===== config.mk =====
export PLATFORM = sky130hd
export DESIGN_NAME = controlUnit
export DESIGN_NICKNAME = d
export VERILOG_FILES = /design/src/source/controlPkg.sv /design/src/source/controlUnit.sv /design/src/source/controlEncoder.sv /design/src/source/phaseSequencer.sv /design/src/source/instrDecoder.sv
export VERILOG_INCLUDE_DIRS = /design/src /design/src/source
export SDC_FILE = /design/constraint.sdc
export NUM_CORES = 1
export LEC_CHECK = 0
export BUFFER_PORTS_ARGS = -buffer_cell sky130_fd_sc_hd__buf_2
export CAP_MARGIN = 5
export CORE_MARGIN = 2
export CORE_UTILIZATION = 45
export CTS_CLUSTER_SIZE = 12
export DETAILED_ROUTE_END_ITERATION = 8
export PLACE_DENSITY_LB_ADDON = 0.12
export RECOVER_POWER = 100
export SYNTH_ARGS = -nofsm -noshare
export SYNTH_HDL_FRONTEND = slang
export SYNTH_SLANG_ARGS = --single-unit
export TNS_END_PERCENT = 10

===== constraint.sdc =====
create_clock -name clk -period 3.1 [get_ports clk]
set_input_delay 0.465 -clock clk [delete_from_list [all_inputs] [get_ports clk]]
set_output_delay 0.465 -clock clk [all_outputs]
set_load 0.1 [all_outputs]

===== src/source/control_config.svh =====
`ifndef CONTROL_CONFIG_SVH
`define CONTROL_CONFIG_SVH

// Instruction field widths
`define OPCODE_WIDTH 6
`define FUNCT_WIDTH 6
`define OFFSET_WIDTH 16 // FUNCT sits in the low bits

// Step counter and the fixed fetch steps
`define STEP_WIDTH 3
`define FETCH_IR_STEP 3
`define FETCH_AB_STEP 4
`define FETCH_DECODE_STEP 5

`endif

===== src/source/controlPkg.sv =====
package controlPkg;

  // Opcodes handled by this control unit
  typedef enum logic [5:0] {
    opRtype = 6'b000000,
    opBeq   = 6'b000100,
    opBne   = 6'b000101,
    opBle   = 6'b000110,
    opBgt   = 6'b000111,
    opAddi  = 6'b001000
  } opcode_t;

  typedef enum logic [5:0] {
    functAdd = 6'b100000,
    functSub = 6'b100010
  } funct_t;

  typedef enum logic [2:0] {
    classNone,
    classAdd,
    classSub,
    classAddi,
    classBeq,
    classBne,
    classBle,
    classBgt
  } instrClass_t;

  typedef enum logic [1:0] {
    phaseReset,
    phaseFetch,
    phaseExecute
  } phase_t;

  // Datapath mux and ALU encodings
  typedef enum logic [2:0] {
    aluNone    = 3'd0,
    aluAdd     = 3'd1,
    aluSub     = 3'd2,
    aluCompare = 3'd7
  } aluOp_t;

  typedef enum logic [1:0] {
    srcAPc  = 2'd0,
    srcAReg = 2'd1
  } aluSrcA_t;

  typedef enum logic [1:0] {
    srcBReg    = 2'd0,
    srcBFour   = 2'd1,
    srcBImm    = 2'd2,
    srcBBranch = 2'd3 // Shifted offset
  } aluSrcB_t;

  typedef enum logic [1:0] {
    pcNone      = 2'd0,
    pcAluResult = 2'd1,
    pcAluOut    = 2'd2
  } pcSource_t;

  typedef enum logic {
    dstRt = 1'b0,
    dstRd = 1'b1
  } regDst_t;

  typedef struct packed {
    logic eq;
    logic gt;
  } aluFlags_t;

  typedef struct packed {
    logic      pcWrite;
    logic      irWrite;
    logic      regWrite;
    logic      abWrite;
    logic      aluOutWrite;
    aluOp_t    aluOp;
    aluSrcA_t  aluSrcA;
    aluSrcB_t  aluSrcB;
    regDst_t   regDst;
    pcSource_t pcSource;
  } ctrlWord_t;

endpackage


===== src/source/controlUnit.sv =====
`timescale 1ns/1ps
`include "control_config.svh"

module controlUnit (
  input  logic                       clk,
  input  logic                       reset,
  input  logic [`OPCODE_WIDTH-1:0]   opcode,
  input  logic [`OFFSET_WIDTH-1:0]   offset,
  input  controlPkg::aluFlags_t      flags,
  output controlPkg::ctrlWord_t      ctrl,
  output logic                       rstOut
);
  import controlPkg::*;

  instrClass_t            instrClass;
  instrClass_t            curClass;
  phase_t                 phase;
  logic [`STEP_WIDTH-1:0] step;

  instrDecoder instrDecoder_i (
    .opcode     (opcode_t'(opcode)),
    .funct      (funct_t'(offset[`FUNCT_WIDTH-1:0])), // Low bits of offset
    .instrClass (instrClass)
  );

  phaseSequencer phaseSequencer_i (
    .clk        (clk),
    .reset      (reset),
    .instrClass (instrClass),
    .phase      (phase),
    .step       (step),
    .curClass   (curClass)
  );

  controlEncoder controlEncoder_i (
    .phase    (phase),
    .step     (step),
    .curClass (curClass),
    .flags    (flags),
    .ctrl     (ctrl),
    .rstOut   (rstOut)
  );

endmodule


===== src/source/controlEncoder.sv =====
`timescale 1ns/1ps
`include "control_config.svh"

module controlEncoder (
  input  controlPkg::phase_t      phase,
  input  logic [`STEP_WIDTH-1:0]  step,
  input  controlPkg::instrClass_t curClass,
  input  controlPkg::aluFlags_t   flags,
  output controlPkg::ctrlWord_t   ctrl,
  output logic                    rstOut
);
  import controlPkg::*;

  localparam logic [`STEP_WIDTH-1:0] irStep = `STEP_WIDTH'(`FETCH_IR_STEP);
  localparam logic [`STEP_WIDTH-1:0] abStep = `STEP_WIDTH'(`FETCH_AB_STEP);

  // Execute steps
  localparam logic [`STEP_WIDTH-1:0] aluStep = `STEP_WIDTH'(0);
  localparam logic [`STEP_WIDTH-1:0] writeBackStep = `STEP_WIDTH'(1);
  localparam logic [`STEP_WIDTH-1:0] targetStep = `STEP_WIDTH'(0);
  localparam logic [`STEP_WIDTH-1:0] compareStep = `STEP_WIDTH'(1);
  localparam logic [`STEP_WIDTH-1:0] takeStep = `STEP_WIDTH'(2);

  logic isBranch;
  logic isAluOp;
  logic takeBranch;

  assign isBranch = curClass inside {classBeq, classBne, classBle, classBgt};
  assign isAluOp  = curClass inside {classAdd, classSub, classAddi};

  // Branch condition from the compare flags
  always_comb begin
    case (curClass)
      classBeq: takeBranch = flags.eq;
      classBne: takeBranch = !flags.eq;
      classBle: takeBranch = !flags.gt;
      classBgt: takeBranch = flags.gt;
      default:  takeBranch = 1'b0;
    endcase
  end

  assign rstOut = (phase == phaseReset);

  always_comb begin
    ctrl = '0; // Reset phase and idle steps show nothing
    case (phase)
      phaseFetch: begin
        if (step < irStep) begin
          // PC + 4 while memory is read
          ctrl.aluOutWrite = 1'b1;
          ctrl.aluOp       = aluAdd;
          ctrl.aluSrcA     = srcAPc;
          ctrl.aluSrcB     = srcBFour;
          ctrl.pcSource    = pcAluResult;
        end else if (step == irStep) begin
          ctrl.pcWrite  = 1'b1;
          ctrl.irWrite  = 1'b1;
          ctrl.pcSource = pcAluOut;
        end else if (step == abStep) begin
          ctrl.abWrite = 1'b1; // Register file read into A and B
        end
      end
      phaseExecute: begin
        if (isAluOp) begin
          if (step == aluStep) begin
            ctrl.aluOutWrite = 1'b1;
            ctrl.aluSrcA     = srcAReg;
            ctrl.aluSrcB     = (curClass == classAddi) ? srcBImm : srcBReg;
            ctrl.aluOp       = (curClass == classSub) ? aluSub : aluAdd;
          end else if (step == writeBackStep) begin
            ctrl.regWrite = 1'b1;
            ctrl.regDst   = (curClass == classAddi) ? dstRt : dstRd;
          end
        end else if (isBranch) begin
          if (step == targetStep) begin
            // Branch target into ALUOut
            ctrl.aluOutWrite = 1'b1;
            ctrl.aluOp       = aluAdd;
            ctrl.aluSrcA     = srcAPc;
            ctrl.aluSrcB     = srcBBranch;
          end else if (step == compareStep || step == takeStep) begin
            ctrl.aluOp    = aluCompare;
            ctrl.aluSrcA  = srcAReg;
            ctrl.aluSrcB  = srcBReg;
            ctrl.pcSource = pcAluOut;
            ctrl.pcWrite  = (step == takeStep) && takeBranch; // Flags settled by now
          end
        end
      end
      default: begin
      end
    endcase
  end

  // PC update and register write never share a cycle
  always_comb begin
    assert (!(ctrl.regWrite && ctrl.pcWrite))
      else $error("controlEncoder: regWrite and pcWrite both high in %s", phase.name());
  end

endmodule


===== src/source/phaseSequencer.sv =====
`timescale 1ns/1ps
`include "control_config.svh"

module phaseSequencer (
  input  logic                        clk,
  input  logic                        reset,
  input  controlPkg::instrClass_t     instrClass,
  output controlPkg::phase_t          phase,
  output logic [`STEP_WIDTH-1:0]      step,
  output controlPkg::instrClass_t     curClass
);
  import controlPkg::*;

  localparam logic [`STEP_WIDTH-1:0] decodeStep = `STEP_WIDTH'(`FETCH_DECODE_STEP);
  localparam logic [`STEP_WIDTH-1:0] aluLastStep = `STEP_WIDTH'(2);
  localparam logic [`STEP_WIDTH-1:0] branchLastStep = `STEP_WIDTH'(3);

  logic [`STEP_WIDTH-1:0] lastStep;

  // Branches need one more cycle for the conditional PC write
  always_comb begin
    case (curClass)
      classBeq, classBne, classBle, classBgt: lastStep = branchLastStep;
      default:                                lastStep = aluLastStep;
    endcase
  end

  always_ff @(posedge clk) begin
    if (reset) begin
      phase    <= phaseReset;
      step     <= '0;
      curClass <= classNone;
    end else begin
      case (phase)
        phaseReset: begin
          phase <= phaseFetch; // First clock with reset low
          step  <= '0;
        end
        phaseFetch: begin
          if (step == decodeStep) begin
            curClass <= instrClass;
            step     <= '0;
            // No-ops go straight back to fetch
            if (instrClass == classNone) begin
              phase <= phaseFetch;
            end else begin
              phase <= phaseExecute;
            end
          end else begin
            step <= step + 1'b1;
          end
        end
        phaseExecute: begin
          if (step == lastStep) begin
            phase <= phaseFetch;
            step  <= '0;
          end else begin
            step <= step + 1'b1;
          end
        end
        default: begin
          phase <= phaseReset; // Illegal encoding, recover through reset
          step  <= '0;
        end
      endcase
    end
  end

  // Fetch never runs past its decode step
  assert property (@(posedge clk) disable iff (reset)
    phase == phaseFetch |-> step <= decodeStep)
    else $error("phaseSequencer: fetch step %0d out of range", step);

  // Every new phase starts counting from zero
  assert property (@(posedge clk) disable iff (reset)
    $changed(phase) |-> step == '0)
    else $error("phaseSequencer: entered %s at step %0d", phase.name(), step);

endmodule


===== src/source/instrDecoder.sv =====
`timescale 1ns/1ps
`include "control_config.svh"

module instrDecoder (
  input  controlPkg::opcode_t     opcode,
  input  controlPkg::funct_t      funct,
  output controlPkg::instrClass_t instrClass
);
  import controlPkg::*;

  always_comb begin
    case (opcode)
      opRtype: begin
        // R-type needs funct as well
        case (funct)
          functAdd: instrClass = classAdd;
          functSub: instrClass = classSub;
          default:  instrClass = classNone;
        endcase
      end
      opAddi:  instrClass = classAddi;
      opBeq:   instrClass = classBeq;
      opBne:   instrClass = classBne;
      opBle:   instrClass = classBle;
      opBgt:   instrClass = classBgt;
      default: instrClass = classNone; // Unsupported, runs as a no-op
    endcase
  end

  // Garbage in the IR must still give a defined class
  always_comb begin
    assert (!$isunknown(instrClass))
      else $error("instrDecoder: unknown class for opcode %b", opcode);
  end

endmodule


== After elaboration in Yosys (flattened, before gate mapping) ==
Index checks and enable logic that the tools add are counted.
Cells by class
  add/subtract/negate cells: 1
  order comparisons: 1
  equality and inequality tests: 24
  mux-type cells: 49
  reductions and logical operators: 13
Operators by type and width (number)
  8-bit two-way mux: 4
  2-bit two-way mux: 13
  6-bit by 3-bit == test with 1-bit output, second input constant: 4
  1-bit two-way mux: 20
  3-bit == test, second input constant: 6
  3-bit case mux with 6 select lines: 1
  8-bit case mux with 2 select lines: 1
  7-bit two-way mux: 2
  3-bit by 2-bit == test with 1-bit output, second input constant: 4
  6-bit == test, second input constant: 2
  2-bit case mux with 2 select lines: 2
  3-bit by 1-bit == test with 1-bit output, second input constant: 2
  6-bit by 4-bit == test with 1-bit output, second input constant: 1
  3-bit logical NOT: 2
  6-bit logical NOT: 1
  3-bit two-way mux: 2
  2-bit case mux with 3 select lines: 1
  3-bit case mux with 2 select lines: 1
  2-bit != test, second input constant: 2
  1-bit case mux with 4 select lines: 1
  2-bit AND reduction: 2
  4-bit nonzero test: 1
  4-bit OR reduction: 1
  3-bit by 1-bit adder with 3-bit output, second input constant: 1
  10 further kinds: 11
Word-level totals
  register bits: 8

== Longest topological paths before layout ==
  depth after elaboration: 8
  gate-level depth with buffers: 6
  mapped depth without buffers: 6

== Cells and area by module ==
A second synthesis with hierarchy kept.
Unflattened totals
  cell total of the unflattened synthesis: 109
  area, all modules: 858.3 µm²
Modules (own cells, without submodules)
  phaseSequencer: instances 1, cells an instance 44, area an instance 444.2 µm²
  controlEncoder: instances 1, cells an instance 53, area an instance 340.3 µm²
  instrDecoder: instances 1, cells an instance 12, area an instance 73.8 µm²

== Worst setup path before layout ==
Ideal clock, no wire load.
  path kind: register to output
  start point: register phaseSequencer_i.step[0]
  end point: output ctrl[2] (netlist bit)
  arrival: 5402 ps
  path slack: -2767 ps
  cell stages (with the launch flop): 5
  buffers on the path: 0
  cell sequence: dfxtp_1 > inv_1 > ha_1 > nor4_1 > a21boi_1
RTL lines
  start: declaration: line phaseSequencer.sv:9  | output logic [`STEP_WIDTH-1:0] step,
  start signal: assignment: line phaseSequencer.sv:50  | step <= step + 1'b1;
  start signal: assignment: line phaseSequencer.sv:58  | step <= step + 1'b1;
  end: declaration: line controlUnit.sv:10  | output controlPkg::ctrlWord_t ctrl,

==> flow_summary_export.csv <==
group,metric,value,unit
cells_and_area,nets,167,
run_status,outcome,"finished clean",
placement,placed_area,965,um^2
global_routing,grt_max_degree,9,
floorplanning,fp.dieArea,2080,um^2
cts,clk_pin_slew,0.05,ns
power,p_per_area,565,nW/um^2
cts,ctsHtreeMaxLevel,1,
synthesis,avgSynthCellArea,7.95,um^2
synthesis,async_flop_share,0,%
cells_and_area,fin_cells,147,
sta,setup-violations-final,0,
cells_and_area,finish.utilization,57.0,%
flow_run,cap_violations,0,
critical_path,worstReg2RegEnd,"phaseSequencer_i.phase[0]",
sta,fmax,369,MHz
placement,dpl_worst_slack,0.829,ns
placement,post-place-cells,144,
floorplanning,core,1670,um^2
route,via_count,827,
cts,clockBufferDepth,2,
placement,port_buffers,30,
synthesis,synth_cell_types,35,
power,ir_drop,0.463,mV
synthesis,syn_nets,133,
route,totalWireLength,1.73,mm
sta,fin_worst_skew,0.00457,ns
cts,cts_buffers,3,
sta,finalCriticalPeriod,2.71,ns
synthesis,synth_edf_count,0,
sta,rsz0062_at_grt,"no",
synthesis,synthTopCellsByArea,"dfxtp_1, ha_1, a21oi_1",
critical_path,critPathKind,"reg -> out",
worst_hold_path,worstHoldStart,"reset",
placement,dpl.hpwl,1.40,mm
critical_path,critPathLaunchType,"flip-flop",
global_routing,grt-ovfl-total,0,
floorplanning,die-width,45.6,um
critical_path,reg2reg_depth,5,
synthesis,syn_inst,98,
synthesis,synth_top_area_share,20.5,%
floorplanning,initial_core_util,46.7,%
route,antenna_left,0,
power,finalPower,538,uW
critical_path,arrival,2.25,ns
cts,ctsResizeCount,0,
cts,cts_sinks,8,
power,p_leak,0.437,nW
cts,cts.hold.buffers_added,0,
synthesis,yosys.area.top_type,"dfxtp_1",
worst_hold_path,hold_end,"phaseSequencer_i.curClass[2]",
sta,finalHoldViolations,0,
route,drc,0,
critical_path,r2r_slack,1.28,ns
route,post_drt_wl_per_cell,11.7,um
worst_hold_path,holdCritPathClass,"in -> reg",
sta,final_max_slew_viol_count,0,
cts,cts_tree,"done",
synthesis,syn_area,779,um^2
cts,clk_latency,0.26,ns
sta,worst_pin_slew,1.16,ns
route,dr.pass1.iters,4,
sta,relSlewSlack,22.9,%
global_routing,grt_pass1_vias,675,
sta,worst_slack,0.389,ns
sta,fin_crit_sh,87.5,%
critical_path,critPathMaxFanout,6,
floorplanning,std_cell_rows,15,
worst_hold_path,hold_depth,2,
critical_path,rr_startpoint,"phaseSequencer_i.phase[1]",
cells_and_area,stdcell_area,952,um^2
placement,gp_congestion,0.776,
cts,cts-root-buf,"clkbuf_4",
synthesis,synthTopCellsByCount,"a21oi_1, ha_1, inv_1, dfxtp_1, nor2_1",
critical_path,critPathRequiredTime,2.63,ns
global_routing,grt_pass1_wl,2.80,mm
global_routing,grt_use_total,18.5,%
cells_and_area,syn_to_final_growth,22.2,%
critical_path,worst_setup_path_end_kind,"output pin",
sta,tns,0,ns
synthesis,ys_seq_area_share,20.5,%
floorplanning,die_y,45.6,um
synthesis,synthFlopType,"dfxtp_1",
cts,post-cts-setup-buffer-count,0,
sta,whs,0.464,ns
synthesis,ys_warn_count,0,
cells_and_area,antenna_cells,0,
critical_path,startpoint,"phaseSequencer_i.phase[0]",
global_routing,antenna_found_initial,0,
route,vias_per_cell,5.63,
floorplanning,ios,42,
route,drt-initial-drc-count,6,
synthesis,ys_seq_elements,8,
cells_and_area,drive_gt1_share,27.7,%
==> power breakdown <==
part / switching (mW) / internal (mW)
Combinational: 0.267 / 0.0665
Clock: 0.0370 / 0.0444
Sequential: 0.0114 / 0.112
Total: 0.315 / 0.223
==> critical path, cell delays in order (launching register included) <==
cell,delay [ns]
dfxtp_1,0.37
inv_1,0.08
ha_1,0.40
nand3_1,0.18
inv_1,0.09
clkbuf_1,0.86
==> cell type report <==
class,instances,area (um^2)
Clock buffer,3,22.5
Timing Repair Buffer,30,145
Inverter,10,37.5
Tap cell,17,21.3
Sequential cell,8,160
Fill cell,179,718
Multi-Input combinational cell,79,566
==> kinds of logic (layout without fill, tap and decap cells) <==
family | after synthesis | count (layout) | share of synthesized area [%]
flip-flops | 8 | 8 | 20.5
other | 1 | 1 | 0.481
XOR/XNOR | 2 | 2 | 2.25
buffers and inverters | 11 | 43 | 5.78
adder cells (fa/ha/maj) | 9 | 9 | 14.4
AO/OA/AOI/OAI | 29 | 29 | 26.5
multiplexers | 3 | 3 | 3.85
AND/OR/NAND/NOR | 35 | 35 | 26.2
==> state kept, by name, summed over array words and instances, names as in the netlist <==
register and count:
phaseSequencer_i.curClass 3, phaseSequencer_i.step 3, phaseSequencer_i.phase 2
==> how the worst max path moves through the flow <==
stage	end	depth (start not counted)
after floorplan	ctrl[7]	5
after global placement	ctrl[2]	6
after detailed placement	ctrl[2]	6
after CTS	ctrl[2]	6
after global routing	ctrl[0]	5
final	ctrl[0]	5
==> placed cells by master (no fill, tap or decap), types with 2 or more instances in the layout <==
cell / count
nor2_1: 6
nor2b_1: 2
nand2b_1: 4
o21ai_0: 3
nand3_1: 3
dfxtp_1: 8
a221oi_1: 2
clkbuf_1: 4
buf_2: 15
nand2_1: 4
clkbuf_2: 11
inv_1: 9
ha_1: 9
nor3_1: 4
and3_1: 2
o21ai_1: 7
mux2i_1: 3
nand4_1: 2
a21oi_1: 9
clkbuf_4: 3
==> routing by layer <==
layer	share of wire, %	GRT usage (%)
met1	44	22.1
met2	48	32.1
met3	5.8	2.38
met4	2.2	8.82
met5	0	0
Note: power is estimated with default switching activity, not from simulation.
